[src/hdl/fb_timing_pkg.sv]
`default_nettype none

// strobe chain layout and output source selection
package fb_timing_pkg;

	// stages a..h
	localparam int chain_len = 8;

	// stage e, products are valid here so stores load on it
	localparam int capture_stage = 4;

	// stages f and g give the two-cycle dac enable
	localparam int dac_first_stage = 5;
	localparam int dac_last_stage = 6;

	// what the amplifier drive register loads
	typedef enum logic [1:0] {
		src_zero,
		src_const,
		src_loop
	} drive_src_e;

endpackage

`default_nettype wire

[src/hdl/strobe_if.sv]
`timescale 1ns/1ns
`default_nettype none

// strobe chain taps handed to the datapath blocks
interface strobe_if;

	// one cycle at store falling edge, clears the loop
	logic zero_strb;
	// stage e of each chain, gated with store
	logic p2_capture;
	logic p3_capture;
	// raw p3 stage e, zero strobe pulse included
	logic p3_stage_e;
	// stage f or g
	logic dac_en_next;

	modport source (
		output zero_strb,
		output p2_capture,
		output p3_capture,
		output p3_stage_e,
		output dac_en_next
	);

	// loop registers
	modport acc (
		input zero_strb,
		input p2_capture,
		input p3_capture
	);

	// dac register and enable
	modport out (
		input p3_stage_e,
		input dac_en_next
	);

endinterface

`default_nettype wire

[src/hdl/strobe_timing.sv]
`timescale 1ns/1ns
`default_nettype none

module strobe_timing import fb_timing_pkg::*; (
	input  logic clk,
	input  logic rst,
	input  logic store_strb,
	input  logic p2_bunch_strb,
	input  logic p3_bunch_strb,
	strobe_if.source strb
);

	// ##################################################################
	// store edge detect

	logic store_a;
	logic store_b;
	logic zero_strb;

	// two flops, store comes from the ring timing system
	always_ff @(posedge clk or posedge rst) begin
		if (rst) begin
			store_a <= 1'b0;
			store_b <= 1'b0;
		end else begin
			store_a <= store_strb;
			store_b <= store_a;
		end
	end

	// high for one cycle once store has gone low
	assign zero_strb = store_b & ~store_a;

	// ##################################################################
	// bunch strobe chains

	// bit 0 is stage a, bit capture_stage is stage e
	logic [chain_len-1:0] p2_chain;
	logic [chain_len-1:0] p3_chain;

	// zero strobe rides both chains so the dac gets a final zero kick
	always_ff @(posedge clk or posedge rst) begin
		if (rst) begin
			p2_chain <= '0;
			p3_chain <= '0;
		end else begin
			p2_chain <= {p2_chain[chain_len-2:0], p2_bunch_strb | zero_strb};
			p3_chain <= {p3_chain[chain_len-2:0], p3_bunch_strb | zero_strb};
		end
	end

	// ##################################################################
	// taps

	assign strb.zero_strb = zero_strb;

	// stores only load during an active store period
	assign strb.p2_capture = p2_chain[capture_stage] & store_strb;
	assign strb.p3_capture = p3_chain[capture_stage] & store_strb;

	// dac register loads on every stage e pulse, zero strobe included
	assign strb.p3_stage_e = p3_chain[capture_stage];

	// registered once more in the output stage, two cycles wide
	assign strb.dac_en_next = p3_chain[dac_first_stage] | p3_chain[dac_last_stage];

endmodule

`default_nettype wire

[src/flat_wrapper.sv]
// flat-port wrapper written by rule: the top's interface ports become plain ports
module strobe_timing_flat import fb_timing_pkg::*;
  (clk, rst, store_strb, p2_bunch_strb, p3_bunch_strb, strb_zero_strb, strb_p2_capture, strb_p3_capture, strb_p3_stage_e, strb_dac_en_next);
  strobe_if strb_i ();
  input  logic clk;
  input  logic rst;
  input  logic store_strb;
  input  logic p2_bunch_strb;
  input  logic p3_bunch_strb;
  output wire logic [$bits(strb_i.zero_strb)-1:0] strb_zero_strb;
  output wire logic [$bits(strb_i.p2_capture)-1:0] strb_p2_capture;
  output wire logic [$bits(strb_i.p3_capture)-1:0] strb_p3_capture;
  output wire logic [$bits(strb_i.p3_stage_e)-1:0] strb_p3_stage_e;
  output wire logic [$bits(strb_i.dac_en_next)-1:0] strb_dac_en_next;
  assign strb_zero_strb = strb_i.zero_strb;
  assign strb_p2_capture = strb_i.p2_capture;
  assign strb_p3_capture = strb_i.p3_capture;
  assign strb_p3_stage_e = strb_i.p3_stage_e;
  assign strb_dac_en_next = strb_i.dac_en_next;
  strobe_timing u_core (.clk(clk), .rst(rst), .store_strb(store_strb), .p2_bunch_strb(p2_bunch_strb), .p3_bunch_strb(p3_bunch_strb), .strb(strb_i));
endmodule
[config.mk]
export PLATFORM = sky130hd
export DESIGN_NAME = strobe_timing_flat
export DESIGN_NICKNAME = d
export VERILOG_FILES = /design/src/hdl/fb_timing_pkg.sv /design/src/hdl/strobe_if.sv /design/src/hdl/strobe_timing.sv /design/src/flat_wrapper.sv
export SDC_FILE = /design/constraint.sdc
export NUM_CORES = 1
export LEC_CHECK = 0
export ABC_AREA = 1
export BUFFER_PORTS_ARGS = -buffer_cell sky130_fd_sc_hd__buf_2
export CAP_MARGIN = 20
export CORE_AREA = 2 2 39 41
export CTS_CLUSTER_SIZE = 28
export DETAILED_ROUTE_END_ITERATION = 10
export DIE_AREA = 0 0 41 43
export GPL_ROUTABILITY_DRIVEN = 0
export HOLD_SLACK_MARGIN = 0.08
export PLACE_DENSITY = 0.49
export REMOVE_ABC_BUFFERS = 1
export SYNTH_ARGS = -nofsm -noshare
export SYNTH_HDL_FRONTEND = slang
export SYNTH_SLANG_ARGS = --single-unit
[constraint.sdc]
create_clock -name clk -period 1.7 [get_ports clk]
set_input_delay 0.34 -clock clk [delete_from_list [all_inputs] [get_ports clk]]
set_output_delay 0.34 -clock clk [all_outputs]
set_load 0.02 [all_outputs]
==> summary.md <==
| Metric | Value |
|---|---|
| Reg-to-Reg End | u_core.p3_chain[0]$_DFF_PP0_ |
| Layout area overhead | 21.8% |
| Clk root buf | clkbuf_4 |
| Max Clock Freq | ~750 MHz |
| Yosys warning count | 0 |
| Vias in the first global route | approximately 190 |
| Worst Setup EP | strb_dac_en_next |
| Seq cells post-synth | 14 |
| Area of the core | ~1400 µm² |
| Mean routed wirelength per cell | ~8.7 µm |
| Grt total ovfl | 0 |
| Final period util | between 70% and 80% |
| Pwr Total | around 0.56 mW |
| Initial Util | approximately 29% |
| Initial antenna violation count | 0 |
| Setup crit end kind | output pin |
| Status | finished clean |
| Synthesized cell area | around 400 µm² |
| Die W | ~41 µm |
| Hold-fix buffers, CTS | 0 |
| Syn Inst Count | 27 |
| Worst path slowest cell | dfrtp_1 |
| RSZ-0062 raised after global routing | no |
| Htree depth | 1 |
| Max cap viols | 0 |
| Chip height | roughly 43 µm |
| Comb pwr share | under 10% |
| Most frequent cells in the layout | 14 x dfrtp_1, 9 x buf_2, 7 x inv_1 |
| Net Sw Frac | 20.4% |
| Clk buf depth | 2 |
| Total Routing Usage GR | between 7 and 8% |
| Max Slew Vio Count | 0 |
| Port Buffers | 9 |
| Nets | 46 |
| Register share of total power | 64.1% |
| Measured slew at the worst slew-check pin | 0.494 ns |
| Max_slew headroom | about two thirds |
| TritonCTS Buffers | 3 |
| CTS tree | built |
| Clock power frac | between 20 and 30% |
| Critical path cell sequence | or2_1 -> buf_2 |
| Setup Skew | around 0.0042 ns |
| Reg2Reg Depth | 3 |
| Critical Path RT | about 1.4 ns |
| DR iter-0 viols | 1 |
| Mean post-synth cell area | between 10 and 15 µm² |
| Lkg Pwr | ~0.26 nW |
| Distinct cells, synth | 4 |
| Type of origin of the critical path | register |
| Fillers | ~140 |
| Worst path arrival time | ~0.99 ns |
| Max VDD drop | 0.000402 V |
| Clock latency on the worst-skew pair | approximately 0.26 ns |
| Finished Layout Cells | 55 |
| Area leader, netlist | dfrtp_1 |
| R2r startpoint | u_core.store_a$_DFF_PP0_ |
| Worst Hold Class | input port to async pin |
| Sum of negative setup slack | 0 ns |
| Buffer count from post-CTS setup fixing | 0 |
| Top cells by area, synth | dfrtp_1 87%, inv_1 6.5%, nand2_1 4.7%, or2_1 1.6% |
| Sink Count | 14 |
| # rows | 14 |
| Vias | 199 |
| Remaining DRCs | 0 |
| Internal power | around 0.45 mW |
| Post-CTS sizing | 0 |
| Crit Path Category | register to output pin |
| Post-DP Area | roughly 470 µm² |
| Commonest non-fill, non-tap cell in the layout | dfrtp_1 |
| Crit-path max cell delay | between 0.3 and 0.4 ns |
| Power Dens Cells | approximately 1100 nW/µm² |
| Worst-path clk slew | around 0.070 ns |
| Final Critical Period | between 1 and 1.5 ns |
| First-pass GRT wire length | 779 µm |
| Post-synth top area share | between 80% and 90% |
| Via density | 3.62 |
| Sequential element share of the synthesized area | around 87% |
| DRT antenna net count | 0 |
| Final hold violations | 0 |
| Reg2reg setup slack | between 1 and 1.5 ns |
| Share of post-route cells with drive strength above 1 | a little under a third |
| Placed insts | 52 |
| Largest net degree at the start of global routing | 15 |
| Final setup viols | 0 |
| Launch point of the worst path | u_core.p3_chain[5]$_DFF_PP0_ |
| Switching power total | between 0.1 and 0.15 mW |
| Drt pass-1 iters | 2 |
| Max FO, Critical Path | 2 |
| Final WL | approximately 480 µm |
| Final HPWL DP | ~360 µm |
| Antenna cell count | 0 |
| Die ar. | between 1500 and 2000 µm² |
| I/O pin cnt | 10 |
| Design Area, Final | ~490 µm² |
==> metal layers <==
| metal | vias to the layer above | routed length [µm] | global-route usage (%) | share of wire (%) |
|---|---|---|---|---|
| met5 | - | 0 | 0 | 0 |
| met4 | 0 | 0 | 8.00 | 0 |
| met3 | 0 | 54 | 3.14 | 11 |
| met2 | 10 | 190 | 8.13 | 40 |
| met1 | 90 | 232 | 9.41 | 49 |
| li1 | 99 | - | - | - |
==> power groups by stage <==
| stage | Clock [mW] | Sequential [mW] | Combinational [mW] |
|---|---|---|---|
| floorplan | 0 | 0.366 | 0.0191 |
| global placement | 0 | 0.365 | 0.0339 |
| detailed placement | 0 | 0.366 | 0.0349 |
| CTS | 0.178 | 0.360 | 0.0348 |
| global route | 0.191 | 0.361 | 0.0394 |
| finish | 0.167 | 0.359 | 0.0338 |
==> metrics by stage <==
step / util (%) / hold WS (ns) / worst slack, ns
floorplan: - / 0.229 / 0.701
global placement: 33.7 / 0.336 / 0.661
detailed placement: 33.7 / 0.336 / 0.646
CTS: 35.4 / 0.0933 / 0.347
global route: 35.4 / 0.132 / 0.295
finish: 35.4 / 0.0859 / 0.370
==> synth_stat cells <==
cell type and n:
or2_1 1, dfrtp_1 14, nand2_1 5, inv_1 7
==> critical path, delay by kind of cell (launching register included) <==
family	cells	cell delay [ns]
AND/OR/NAND/NOR	1	0.20
flip-flops	1	0.37
buffers and inverters	1	0.16
==> logic make-up after synthesis <==
group                  share of synthesized area [%]
flip-flops                                      87.2
AND/OR/NAND/NOR                                 6.23
buffers and inverters                           6.54
==> final cells by class <==
cell class	instances	area, µm²	area share, %
sequential	14	350	71.6
inverter	7	26.3	5.37
multi-input combinational	6	25.0	5.12
timing repair buffer	9	45.0	9.21
clock buffer	3	22.5	4.60
tap	16	20.0	4.09
==> state kept, by name, indices dropped and copies added (netlist names) <==
signal           count
u_core.p2_chain      5
u_core.p3_chain      7
u_core.store_a       1
u_core.store_b       1
==> how the worst min path moves through the flow <==
| stage | start | end | cells past startpoint |
|---|---|---|---|
| floorplan | rst | u_core.p2_chain[0]$_DFF_PP0_ | 1 |
| global placement | u_core.p2_chain[1]$_DFF_PP0_ | u_core.p2_chain[2]$_DFF_PP0_ | 0 |
| detailed placement | u_core.p2_chain[1]$_DFF_PP0_ | u_core.p2_chain[2]$_DFF_PP0_ | 0 |
| CTS | rst | u_core.p2_chain[4]$_DFF_PP0_ | 2 |
| global route | rst | u_core.p2_chain[0]$_DFF_PP0_ | 2 |
| finish | rst | u_core.p2_chain[4]$_DFF_PP0_ | 2 |
Power figures use the tool's default switching activity.
