[src/hdl/fb_dsp_pkg.sv]
`default_nettype none

// datapath widths and number formats for the bunch-by-bunch feedback
package fb_dsp_pkg;

	// ##################################################################
	// widths

	// pickup sum and difference, const code and dac code
	localparam int sample_w = 13;
	// gain table word, 4096 * gain / sigma
	localparam int gain_w = 21;
	// table address comes straight from sigma
	localparam int lut_addr_w = sample_w;
	// accumulator, matches a dsp48 p output
	localparam int acc_w = 48;
	// table words carry a x4096 factor, removed before the dac
	localparam int scale_shift = 12;

	// ##################################################################
	// types

	typedef logic signed [sample_w-1:0] sample_t;
	typedef logic signed [gain_w-1:0] gain_t;
	typedef logic signed [acc_w-1:0] acc_t;

	// full-scale dac codes, two's complement
	localparam sample_t dac_max = sample_t'(4095);
	localparam sample_t dac_min = sample_t'(-4096);

endpackage

`default_nettype wire

[src/hdl/strobe_if.sv]
`timescale 1ns/1ns
`default_nettype none

// strobe chain taps handed to the datapath blocks
interface strobe_if;

	// one cycle at store falling edge, clears the loop
	logic zero_strb;
	// stage e of each chain, gated with store
	logic p2_capture;
	logic p3_capture;
	// raw p3 stage e, zero strobe pulse included
	logic p3_stage_e;
	// stage f or g
	logic dac_en_next;

	modport source (
		output zero_strb,
		output p2_capture,
		output p3_capture,
		output p3_stage_e,
		output dac_en_next
	);

	// loop registers
	modport acc (
		input zero_strb,
		input p2_capture,
		input p3_capture
	);

	// dac register and enable
	modport out (
		input p3_stage_e,
		input dac_en_next
	);

endinterface

`default_nettype wire

[src/hdl/kick_accumulator.sv]
`timescale 1ns/1ns
`default_nettype none

module kick_accumulator import fb_dsp_pkg::*; (
	input  logic clk,
	input  logic rst,
	input  acc_t p2_product,
	input  acc_t p3_product,
	input  logic delay_loop_en,
	strobe_if.acc strb,
	output acc_t loop_sum
);

	// ##################################################################
	// p2 store and delay loop
	//
	// p2 kick part is held until its p3 partner arrives,
	// p3 closes the loop through delay_loop

	acc_t p2_store;
	acc_t delay_loop;
	// delay loop plus p2 store, one register
	acc_t loop_in;

	always_ff @(posedge clk or posedge rst) begin
		if (rst) begin
			p2_store <= '0;
			delay_loop <= '0;
		end else if (strb.zero_strb) begin
			// end of store period, start the next one empty
			p2_store <= '0;
			delay_loop <= '0;
		end else begin
			if (strb.p2_capture) begin
				p2_store <= p2_product;
			end
			if (strb.p3_capture) begin
				// loop disabled means each kick stands alone
				delay_loop <= delay_loop_en ? loop_sum : '0;
			end
		end
	end

	// ready well before the next p3 product, spacing is 8 cycles min
	always_ff @(posedge clk or posedge rst) begin
		if (rst) begin
			loop_in <= '0;
		end else if (strb.zero_strb) begin
			loop_in <= '0;
		end else begin
			loop_in <= delay_loop + p2_store;
		end
	end

	// ##################################################################
	// loop sum

	// feeds both the delay loop and the dac stage
	assign loop_sum = p3_product + loop_in;

endmodule

`default_nettype wire

[src/flat_wrapper.sv]
// flat-port wrapper written by rule: the top's interface ports become plain ports
module kick_accumulator_flat import fb_dsp_pkg::*;
  (clk, rst, p2_product, p3_product, delay_loop_en, loop_sum, strb_zero_strb, strb_p2_capture, strb_p3_capture);
  strobe_if strb_i ();
  input  logic clk;
  input  logic rst;
  input  acc_t p2_product;
  input  acc_t p3_product;
  input  logic delay_loop_en;
  output acc_t loop_sum;
  input wire logic [$bits(strb_i.zero_strb)-1:0] strb_zero_strb;
  input wire logic [$bits(strb_i.p2_capture)-1:0] strb_p2_capture;
  input wire logic [$bits(strb_i.p3_capture)-1:0] strb_p3_capture;
  assign strb_i.zero_strb = strb_zero_strb;
  assign strb_i.p2_capture = strb_p2_capture;
  assign strb_i.p3_capture = strb_p3_capture;
  kick_accumulator u_core (.clk(clk), .rst(rst), .p2_product(p2_product), .p3_product(p3_product), .delay_loop_en(delay_loop_en), .strb(strb_i), .loop_sum(loop_sum));
endmodule
[config.mk]
export PLATFORM = sky130hd
export DESIGN_NAME = kick_accumulator_flat
export DESIGN_NICKNAME = d
export VERILOG_FILES = /design/src/hdl/fb_dsp_pkg.sv /design/src/hdl/strobe_if.sv /design/src/hdl/kick_accumulator.sv /design/src/flat_wrapper.sv
export SDC_FILE = /design/constraint.sdc
export NUM_CORES = 1
export LEC_CHECK = 0
export BUFFER_PORTS_ARGS = -buffer_cell sky130_fd_sc_hd__buf_2
export CORE_AREA = 8 8 152 140
export CTS_BUF_LIST = sky130_fd_sc_hd__clkbuf_8
export DETAILED_ROUTE_END_ITERATION = 10
export DIE_AREA = 0 0 160 148
export PLACE_DENSITY = 0.8
export SLEW_MARGIN = 20
export SYNTH_ARGS = -nofsm -noshare
export SYNTH_HDL_FRONTEND = slang
export SYNTH_SLANG_ARGS = --single-unit
[constraint.sdc]
create_clock -name clk -period 8.9 [get_ports clk]
set_input_delay 1.78 -clock clk [delete_from_list [all_inputs] [get_ports clk]]
set_output_delay 1.78 -clock clk [all_outputs]
set_load 0.02 [all_outputs]
==> results by group <==
Floorplanning
  • DIE WIDTH: 160 um
  • Initial core utilization: 0.586
  • Die area: between 20,000 and 25,000 um^2
  • Core Region: 18,700 um^2
  • Die Ht: 148 um
  • Number of top-level pins: 150
  • Row cnt: 48

Clock network
  • Clock Tree Root: clkbuf_8
  • CTS sink cnt: roughly 140
  • TritonCTS Buffers: 17
  • Post-CTS Setup Bufs: 0
  • CTS clk-pin slew, worst paths: approximately 80 ps
  • Post-CTS sizing: 0
  • CTS tree: yes
  • Cts hold-fix bufs: 0
  • # H-tree levels: 4
  • CTS max path bufs: 2
  • Clk Latency, worst-skew pair: 490 ps

Finish
  • Nets: approximately 1,500
  • Area growth syn-to-layout: 11.0%
  • ANT cells: 0
  • Layout cells sized above 1: 0.169
  • Fill cells: approximately 1,600
  • Most common cell after layout, fill and taps aside: buf_2
  • Most frequent cells in the layout: buf_2, dfrtp_1, nor2_1

GRT
  • Met1 Track Usage GR: 0.366
  • Vias in the first global route: between 9,000 and 10,000
  • GRT busiest layer: met2
  • GRT Total Usage: 0.264
  • Initial antenna violation count: 0
  • Grt ovf: 0
  • First-pass GRT wire length: roughly 50 mm
  • Pin count of the biggest net entering global routing: around 110
  • Global routing usage on met2: 0.400
  • Met3 Track Usage GR: 0.0525

Job
  • MaxCap Viol Count: 0

Route
  • Post-DRT Antenna Nets: 0
  • DR WL/cell: just under 20 um
  • Drt pass-1 iters: 5
  • WL final: around 32 mm
  • Via count: a little under 10,000
  • DRC Markers: 0
  • DRT iter0 DRCs: approximately 830
  • Vias per Instance: 6.16

Timing
  • Tmin final: around 6500 ps
  • Endpoints failing hold: 0
  • Fin crit share: 0.728
  • Max Slew Vio Count: 0
  • Worst slew pin tran: about 900 ps
  • Sum Neg Setup Slack: 0 ps
  • Layout Skew: roughly 27 ps
  • Setup-failing EPs final: 0
  • Slew HR: 0.383
  • RSZ-0062 raised after global routing: no
  • FMAX: about 150 MHz

Power and ir drop
  • Lkg Pwr: 6.07 nW
  • Net Sw Frac: 0.387
  • Sw power: around 730 uW
  • Comb pwr share: 0.340
  • Pwr dens: approximately 150 nW/um^2
  • Flop pwr share: 0.388
  • Clock power frac: 0.272
  • Worst VDD drop: approximately 100 uV
  • P_int: 1.16 mW
  • Final Power: around 1.9 mW

Placed design
  • Placer Congestion: between 0.9 and 1
  • # port buffers: around 150
  • Final HPWL DP: 24.3 mm

Min path
  • Min-delay worst type: flop to flop

Logic synthesis
  • Number of synthesized flops with an enable pin: 0
  • Asr flop ratio synth: 1.00
  • Synth cell types: 83
  • Syn_area_per_cell: 8.84 um^2
  • Synth Flop Type: dfrtp_1
  • Seq cells post-synth: 144
  • Synth top area cells: dfrtp_1, ha_1, a21oi_1, nor2_1, mux2i_1
  • Post-Syn Area: around 11,000 um^2
  • Synthesized instance count: between 1,000 and 1,500
  • Synth warn: 0
  • Synth top area share: 0.328
  • Sequential share of the synthesized area: 0.328
  • Synth area leader: dfrtp_1
  • Mapped Nets: approximately 1,400

Critical path
  • Crit. End Element: output port
  • Slowest-stage cell, CP: a211oi_2
  • Worst path required time: about 7000 ps
  • WP buf/inv: 3
  • CP max stage delay: just over 500 ps
  • CP arrival: 4690 ps
  • Maximum fanout along the worst path: 6
  • Kind of critical path: primary input to output port
  • Worst Setup Start Kind: primary input
  • CP delay by family, top: compound AO/OA/AOI/OAI gates
  • Critical-path cell list: buf_2 > ha_1 > inv_1 > fa_1 > nor2b_1 > o31a_1 > o31a_1 > o2111ai_2 > a211oi_2 > o211ai_1 > a21o_1 > and2_1 > buf_2

Outcome
  • Status: finished, final reports clean
final timing paths:
| check | startpoint | to | slack [ps] | depth (start not counted) |
|---|---|---|---|---|
| max | p3_product[0] | loop_sum[40] | 2430 | 13 |
| min | u_core.delay_loop[26]$_DFFE_PP0P_ | u_core.delay_loop[26]$_DFFE_PP0P_ | 520 | 1 |
| max reg2reg | u_core.delay_loop[0]$_DFFE_PP0P_ | u_core.loop_in[42]$_DFF_PP0_ | 5490 | 10 |
| min reg2reg | u_core.delay_loop[26]$_DFFE_PP0P_ | u_core.delay_loop[26]$_DFFE_PP0P_ | 520 | 1 |
| max in group asynchronous | rst | u_core.loop_in[39]$_DFF_PP0_ | 6110 | 3 |
| min in group asynchronous | rst | u_core.delay_loop[15]$_DFFE_PP0P_ | 1400 | 2 |
final cells by class:
cell class / instances / area, um^2 / share of cell area
Clock buffer: 17 / 234 / 0.0192
Clock inverter: 15 / 135 / 0.0111
Inverter: 38 / 148 / 0.0121
Multi-Input combinational cell: 991 / 6950 / 0.571
Sequential cell: 144 / 3600 / 0.296
Tap cell: 250 / 313 / 0.0257
Timing Repair Buffer: 154 / 790 / 0.0648
stage by stage:
step,utilization,instances,setup slack (ps),hold slack [ps],cell area (um^2)
2_1_floorplan,-,1241,3080,455,11000
3_3_place_gp,0.630,1577,2570,495,11800
3_5_place_dp,0.630,1577,2460,499,11800
4_1_cts,0.650,1609,2440,526,12200
5_1_grt,0.650,1609,2180,531,12200
6_report,0.650,1609,2430,521,12200
per-layer routing:
layer | vias to the layer above | part of all wire
met5 | - | 0
met4 | 0 | 0.027
met3 | 70 | 0.071
met2 | 389 | 0.44
met1 | 4723 | 0.46
li1 | 4735 | -
logic make-up (layout without fill, tap and decap cells):
group	Yosys count	count (layout)	synth area share
AO/OA/AOI/OAI	397	397	0.253
AND/OR/NAND/NOR	364	364	0.154
flip-flops	144	144	0.328
buffers and inverters	106	224	0.0392
adder cells (fa/ha/maj)	96	96	0.111
XOR/XNOR	77	77	0.0615
multiplexers	57	57	0.0528
registers in the layout (all words and copies together) (netlist names):
register,flops
u_core.p2_store,48
u_core.loop_in,48
u_core.delay_loop,48
Yosys cell counts (3+ instances only):
cell type / number
nor3_1: 9
xnor2_1: 45
a31o_2: 3
dfrtp_1: 144
o21ai_0: 49
a22o_1: 42
o21a_1: 15
or2_2: 3
a21o_1: 43
a21boi_1: 3
mux2i_1: 50
buf_1: 8
clkbuf_1: 44
nor2b_1: 16
o22ai_1: 3
inv_1: 37
mux2_1: 3
o21bai_1: 18
o31ai_1: 6
a41oi_1: 4
o211ai_1: 14
a22oi_1: 3
a21boi_0: 4
or3_1: 8
and3_1: 11
buf_2: 14
a211oi_2: 7
mux2_2: 4
xor2_1: 32
nand3_1: 27
a21oi_2: 6
o21ai_1: 11
nand2b_1: 8
and2_1: 9
nor2_1: 138
a211oi_1: 6
nand4_1: 31
nand2_1: 90
ha_1: 94
a32o_1: 3
a31oi_1: 15
o2111ai_1: 3
a21oi_1: 105
power by group through the flow:
stage | clock network [mW] | registers [mW] | logic [mW]
after global routing | 0.544 | 0.736 | 0.700
final | 0.513 | 0.733 | 0.641
after CTS | 0.514 | 0.732 | 0.638
after floorplan | 0 | 0.729 | 0.459
after global placement | 0 | 0.744 | 0.627
after detailed placement | 0 | 0.744 | 0.634
Note: power is estimated with default switching activity, not from simulation.
