File: config.mk
export PLATFORM = sky130hd
export DESIGN_NAME = dac_output_stage_flat
export DESIGN_NICKNAME = d
export VERILOG_FILES = /design/src/hdl/fb_dsp_pkg.sv /design/src/hdl/fb_timing_pkg.sv /design/src/hdl/strobe_if.sv /design/src/hdl/dac_output_stage.sv /design/src/flat_wrapper.sv
export SDC_FILE = /design/constraint.sdc
export NUM_CORES = 1
export LEC_CHECK = 0
export ABC_AREA = 1
export CORE_MARGIN = 3
export CORE_UTILIZATION = 65
export DETAILED_ROUTE_END_ITERATION = 16
export DONT_BUFFER_PORTS = 1
export PLACE_DENSITY = 0.77
export SETUP_SLACK_MARGIN = 0.02
export SYNTH_ARGS = -nofsm -noshare
export SYNTH_HDL_FRONTEND = slang
export SYNTH_SLANG_ARGS = --single-unit
File: constraint.sdc
create_clock -name clk -period 1.1 [get_ports clk]
set_clock_uncertainty 0.05 [all_clocks]
set_input_delay 0.055 -clock clk [delete_from_list [all_inputs] [get_ports clk]]
set_output_delay 0.055 -clock clk [all_outputs]
set_load 0.005 [all_outputs]
File: src/hdl/fb_dsp_pkg.sv
`default_nettype none

// datapath widths and number formats for the bunch-by-bunch feedback
package fb_dsp_pkg;

	// ##################################################################
	// widths

	// pickup sum and difference, const code and dac code
	localparam int sample_w = 13;
	// gain table word, 4096 * gain / sigma
	localparam int gain_w = 21;
	// table address comes straight from sigma
	localparam int lut_addr_w = sample_w;
	// accumulator, matches a dsp48 p output
	localparam int acc_w = 48;
	// table words carry a x4096 factor, removed before the dac
	localparam int scale_shift = 12;

	// ##################################################################
	// types

	typedef logic signed [sample_w-1:0] sample_t;
	typedef logic signed [gain_w-1:0] gain_t;
	typedef logic signed [acc_w-1:0] acc_t;

	// full-scale dac codes, two's complement
	localparam sample_t dac_max = sample_t'(4095);
	localparam sample_t dac_min = sample_t'(-4096);

endpackage

`default_nettype wire

File: src/hdl/fb_timing_pkg.sv
`default_nettype none

// strobe chain layout and output source selection
package fb_timing_pkg;

	// stages a..h
	localparam int chain_len = 8;

	// stage e, products are valid here so stores load on it
	localparam int capture_stage = 4;

	// stages f and g give the two-cycle dac enable
	localparam int dac_first_stage = 5;
	localparam int dac_last_stage = 6;

	// what the amplifier drive register loads
	typedef enum logic [1:0] {
		src_zero,
		src_const,
		src_loop
	} drive_src_e;

endpackage

`default_nettype wire

File: src/hdl/strobe_if.sv
`timescale 1ns/1ns
`default_nettype none

// strobe chain taps handed to the datapath blocks
interface strobe_if;

	// one cycle at store falling edge, clears the loop
	logic zero_strb;
	// stage e of each chain, gated with store
	logic p2_capture;
	logic p3_capture;
	// raw p3 stage e, zero strobe pulse included
	logic p3_stage_e;
	// stage f or g
	logic dac_en_next;

	modport source (
		output zero_strb,
		output p2_capture,
		output p3_capture,
		output p3_stage_e,
		output dac_en_next
	);

	// loop registers
	modport acc (
		input zero_strb,
		input p2_capture,
		input p3_capture
	);

	// dac register and enable
	modport out (
		input p3_stage_e,
		input dac_en_next
	);

endinterface

`default_nettype wire

File: src/hdl/dac_output_stage.sv
`timescale 1ns/1ns
`default_nettype none

module dac_output_stage
	import fb_dsp_pkg::*;
	import fb_timing_pkg::*;
(
	input  logic    clk,
	input  logic    rst,
	input  acc_t    loop_sum,
	input  logic    store_strb,
	input  logic    feedbck_en,
	input  logic    const_dac_en,
	input  sample_t const_dac_code,
	strobe_if.out   strb,
	output sample_t amp_drive,
	output logic    dac_en
);

	// ##################################################################
	// scale and saturate

	acc_t scaled;
	sample_t sat_code;

	// remove the x4096 of the gain tables, truncates toward -inf
	assign scaled = loop_sum >>> scale_shift;

	// clamp to full-scale dac codes
	always_comb begin
		if (scaled > acc_t'(dac_max)) begin
			sat_code = dac_max;
		end else if (scaled < acc_t'(dac_min)) begin
			sat_code = dac_min;
		end else begin
			sat_code = sample_t'(scaled);
		end
	end

	// ##################################################################
	// output select

	drive_src_e drive_src;
	sample_t drive_code;

	// zero wins over constant, constant over loop
	always_comb begin
		if (!store_strb || !feedbck_en) begin
			drive_src = src_zero;
		end else if (const_dac_en) begin
			drive_src = src_const;
		end else begin
			drive_src = src_loop;
		end
	end

	always_comb begin
		case (drive_src)
			src_const: drive_code = const_dac_code;
			src_loop:  drive_code = sat_code;
			default:   drive_code = '0;
		endcase
	end

	// ##################################################################
	// dac registers

	// code settles one cycle before dac_en rises
	always_ff @(posedge clk or posedge rst) begin
		if (rst) begin
			amp_drive <= '0;
			dac_en <= 1'b0;
		end else begin
			if (strb.p3_stage_e) begin
				amp_drive <= drive_code;
			end
			dac_en <= strb.dac_en_next;
		end
	end

endmodule

`default_nettype wire

File: src/flat_wrapper.sv
// flat-port wrapper written by rule: the top's interface ports become plain ports
module dac_output_stage_flat import fb_dsp_pkg::*; import fb_timing_pkg::*;
  (clk, rst, loop_sum, store_strb, feedbck_en, const_dac_en, const_dac_code, amp_drive, dac_en, strb_p3_stage_e, strb_dac_en_next);
  strobe_if strb_i ();
  input  logic clk;
  input  logic rst;
  input  acc_t loop_sum;
  input  logic store_strb;
  input  logic feedbck_en;
  input  logic const_dac_en;
  input  sample_t const_dac_code;
  output sample_t amp_drive;
  output logic dac_en;
  input wire logic [$bits(strb_i.p3_stage_e)-1:0] strb_p3_stage_e;
  input wire logic [$bits(strb_i.dac_en_next)-1:0] strb_dac_en_next;
  assign strb_i.p3_stage_e = strb_p3_stage_e;
  assign strb_i.dac_en_next = strb_dac_en_next;
  dac_output_stage u_core (.clk(clk), .rst(rst), .loop_sum(loop_sum), .store_strb(store_strb), .feedbck_en(feedbck_en), .const_dac_en(const_dac_en), .const_dac_code(const_dac_code), .strb(strb_i), .amp_drive(amp_drive), .dac_en(dac_en));
endmodule
==> reports/summary.txt, run 1 <==
Cell Count Post-Placement: 163
DIE HEIGHT: 44.4 µm
Die width: 44.4 µm
CTS root buffer: clkbuf_4
Fraction of the yosys area taken by sequential cells: 36.6%
Number of clock sinks: 14
Post-synthesis average cell area: 6.39 µm²
HPWL after detailed placement: 1.83 mm
First Error: [ERROR GRT-0232] Routing congestion too high. Check the congestion heatmap in the GUI.
Worst End Pin Type: register input
Total placed instance area: 973 µm²
Fail Step: global routing (5_1_grt)
Post-CTS Repair Setup Buffers: 0
Fraction of post-synthesis cell area in the top cell type by area: 36.6%
Count of input and output buffers: 0
Largest net degree at the start of global routing: 15
Aggregate global-route resource usage: 68.3%
Yosys warnings: 0
Level count of the clock H-tree: 1
Synth area leader: dfrtp_1
Worst endpoint after global-route timing repair: u_core.amp_drive[2]$_DFFE_PP0P_/D
Mapped Area: 958 µm²
Ranking of synthesized cells by area: dfrtp_1 (37%), nand2_1 (21%), nor2_1 (11%)
Cell count after synthesis: 150
Nets in the synthesized netlist: 218
TritonCTS Buffers: 3
Routability cong.: 0.692
Number of I/O pins: 82
Buffers from clock root to sink, at most: 2
Synthesis-stage register bit count: 14
GR Overflow Total: 30
Number of distinct library cell variants in the gate-level netlist after synthesis: 15
Row count: 13
Starting utilization of the core area: 71.0%
Outcome: did not finish
==> cell families after synthesis <==
| kind of cell | after synthesis | share of synthesized area, % |
|---|---|---|
| AND/OR/NAND/NOR | 93 | 38.6 |
| AO/OA/AOI/OAI | 22 | 16.6 |
| buffers and inverters | 21 | 8.22 |
| flip-flops | 14 | 36.6 |
==> per-stage QoR <==
step / setup WS (ns) / setup TNS [ns]
floorplan: 0.167 / 0
global placement: 0.0106 / 0
detailed placement: -0.0515 / -0.301
CTS: 0.0972 / 0
==> synthesized netlist by cell type, drive strengths merged <==
cell,instances
clkinv,3
nand2,55
nand3,5
inv,15
o21ai,1
a21oi,21
nand4,2
nor2,31
dfrtp,14
clkbuf,3
==> timing repair <==
| item | 4_1_cts |
|---|---|
| endpoints found under the hold margin | 28 |
| hold buffers | 28 |
| gates resized for setup | 0 |
==> layer usage <==
layer  track usage (%)  overflow
met4              81.9        12
met2              88.4        18
met1              63.2         0
met3              48.8         0
met5                 0         0
==> run 2: changes to the inputs <==
- CORE_AREA: not set -> 3 3 64 66
- CORE_MARGIN: 3 -> not set
- CORE_UTILIZATION: 65 -> not set
- DIE_AREA: not set -> 0 0 67 69
- PLACE_DENSITY: 0.77 -> not set
- PLACE_DENSITY_LB_ADDON: not set -> 0.15
- SETUP_SLACK_MARGIN: 0.02 -> not set
==> run 2 against run 1 <==
The flow now finishes without violations. Synthesized cell count unchanged. Synthesized area unchanged.
==> reports/summary.txt, run 2 <==
Mean number of vias per cell: 4.50
Clock tree from TritonCTS: done
Largest register by flop count: u_core.amp_drive
Post-layout total power: 1.25 mW
Count of input and output buffers: 0 (unchanged)
Post-synthesis async set-or-reset flop share: 100% (unchanged)
Row count: 22 (was 13)
Antenna violations before repair: 0
Worst hold path class: input pin to register
Total number of cells along the worst setup path: 3
Highest cell delay on the worst timing path: 0.86 ns
Cell count after synthesis: 150 (unchanged)
Post-CTS Repair Setup Buffers: 0 (unchanged)
Fraction of post-synthesis cell area in the top cell type by area: 36.6% (unchanged)
Endpoints failing hold: 0
Number of synthesized flops with an enable pin: 0 (unchanged)
Number of I/O pins: 82 (unchanged)
Synthesis-stage register bit count: 14 (unchanged)
Top FF cell, synth: dfrtp_1 (unchanged)
Number of gates given a new drive strength after cts: 0 (unchanged)
HPWL after detailed placement: 2.14 mm (was 1.83 mm)
TritonCTS Buffers: 3 (unchanged)
Cell with the most instances after synthesis: nand2_1 (unchanged)
Register-to-Register Path Depth: 2
Fin Setup TNS: 0 ns
Crit path from: strb_p3_stage_e
Die width: 67 µm (was 44.4 µm)
Remaining antenna violation count: 0
Top library cells by usage in the layout, fill and taps aside: nand2_1 (54), nor2_1 (28), dlygate4sd3_1 (22), dfrtp_1 (14), inv_1 (12)
Largest registers: u_core.amp_drive x13, u_core.dac_en x1
Yosys warnings: 0 (unchanged)
Max-slew headroom: 64.6%
Global-route wire length before repair: 4.47 mm
Pwr Density: 961 nW/µm²
Core area: 3630 µm²
Outcome: finished clean (was did not finish)
Most common cell after layout, fill and taps aside: nand2_1
# nets final: 244
CP Buf/Inv Count: 1
Category of the most critical setup path: input pin to register
DIE HEIGHT: 69 µm (was 44.4 µm)
Commonest cells in the synthesized netlist: nand2_1 (54), nor2_1 (28), dfrtp_1 (14) (unchanged)
Startpoint of the worst register-to-register path: u_core.amp_drive[2]
Antenna diode count: 0
Ranking of synthesized cells by area: dfrtp_1 (37%), nand2_1 (21%), nor2_1 (11%) (unchanged)
Area of the die: 4620 µm²
Final count of pins violating max slew: 0
Fraction of the yosys area taken by sequential cells: 36.6% (unchanged)
Number of vias in the routed layout: 998
Largest net degree at the start of global routing: 15
R2r endpoint: u_core.amp_drive[2]
Required @ worst endpoint: 1.22 ns
Count of fill cells added during filler insertion: 412
Max Freq: 967 MHz
Aggregate global-route resource usage: 12.3%
Number of design-rule violations left by the first detailed-router iteration: 43
Mapped Area: 958 µm² (unchanged)
Setup repair after global routing missed its margin: no
Number of remaining DRC errors: 0
Cell with the biggest individual delay on the critical path: dlygate4sd3_1
Storage cell area: 350 µm²
Synth area leader: dfrtp_1 (unchanged)
Transition at the pin with the smallest max-transition slack: 0.531 ns
Category of cells accounting for the largest share of critical-path delay: buffers and inverters
Nets in the synthesized netlist: 218 (unchanged)
Cell chain of the critical path: dlygate4sd3_1, nor2_1, a21oi_2
Post-route fraction of the period consumed by the critical path: 94.1%
Type of destination of the critical path: register
Final routed wire length divided by cell count: 12.5 µm
Detailed Routing Iterations Pass 1: 3
Worst reg-to-reg setup slack: 0.37 ns
Largest voltage drop on the vdd net: 0.454 mV
Post-synthesis average cell area: 6.39 µm² (unchanged)
Starting utilization of the core area: 26.4% (was 71.0%)
Worst setup SP type: input pin
Level count of the clock H-tree: 1 (unchanged)
CTS root buffer: clkbuf_8 (was clkbuf_4)
Number of distinct library cell variants in the gate-level netlist after synthesis: 15 (unchanged)
Buffers from clock root to sink, at most: 2 (unchanged)
Worst setup endpoint: u_core.amp_drive[8]
Max reg flops: 13
Count of final setup violators: 0
Biggest fanout along the worst timing path: 13
Number of global-route vias before repair: 1002
Max-cap violation count: 0
Number of clock sinks: 14 (unchanged)
Clock Pin Slew Worst Setup and Hold Paths: 0.05 ns
Share of post-route cells with drive strength above 1: 13.2%
Clk Latency, worst-skew pair: 0.24 ns
Cell leakage power: 0.591 nW
Final worst path period need: 1.03 ns
Routability cong.: 0.694 (was 0.692)
Footprint of the multi-input gates: 529 µm²
GR Overflow Total: 0
Total length of routed wires: 2.78 mm
Layout-stage area growth over the synthesis result: 35.2%
Arr. time, crit path: 1.16 ns
==> run 2: cell counts after synthesis <==
No cell type changed its count.
==> run 2: worst min path at each step <==
stage,from,endpoint,depth (start not counted),slack [ns]
after CTS,loop_sum[18],u_core.amp_drive[6],4,0.003
after floorplan,rst,u_core.amp_drive[0],1,-0.11
final,loop_sum[47],u_core.amp_drive[10],3,0.004
after global placement,rst,u_core.dac_en,1,-0.03
after detailed placement,rst,u_core.dac_en,1,-0.03
after global routing,loop_sum[47],u_core.amp_drive[10],3,0.003
==> run 2: power breakdown <==
group,internal (mW),switching (mW),leakage (nW)
sequential,0.558,0.0345,0.175
clock,0.242,0.167,0.0216
combinational,0.121,0.123,0.395
==> run 2: cell families after synthesis <==
| group | synth area share, % |
|---|---|
| simple gates | 38.6 |
| flops | 36.6 |
| compound gates | 16.6 |
| buf+inv | 8.22 |
==> run 2: routing by layer <==
| layer | GRT usage, % | wire length, µm | vias to the layer above |
|---|---|---|---|
| met2 | 21.1 | 1460 | 34 |
| li1 | - | - | 508 |
| met4 | 3.60 | 25 | 0 |
| met5 | 0 | 0 | - |
| met1 | 13.8 | 1060 | 452 |
| met3 | 4.72 | 233 | 4 |
==> run 2: area by class of cell <==
type / count / area share, %
multi-input combinational: 115 / 40.8
sequential: 14 / 27.0
timing repair buffer: 24 / 19.1
inverter: 18 / 5.21
tap: 48 / 4.63
clock buffer: 3 / 3.19
==> run 2: tightest hold or removal path, cell delays in order <==
cell and delay [ns]:
a21oi_4 0.08, nand2_1 0.07, a21oi_2 0.04
==> run 2: stage by stage <==
| step | hold slack [ns] | worst slack [ns] | instances | utilization, % | instance area, µm² |
|---|---|---|---|---|---|
| 2_1_floorplan | -0.106 | 0.167 | 150 | - | 958 |
| 3_3_place_gp | -0.0337 | 0.00511 | 197 | 28.5 | 1030 |
| 3_5_place_dp | -0.0287 | -0.0290 | 197 | 28.5 | 1030 |
| 4_1_cts | 0.00343 | 0.0624 | 222 | 35.7 | 1300 |
| 5_1_grt | 0.00300 | 0.00782 | 222 | 35.7 | 1300 |
| 6_report | 0.00371 | 0.0654 | 222 | 35.7 | 1300 |
==> run 2: timing repair <==
item                                   4_1_cts  5_1_grt
setup endpoints to repair                    0        0
endpoints found under the hold margin       28        0
hold buffers                                22        0
Note: power is estimated with default switching activity, not from simulation.
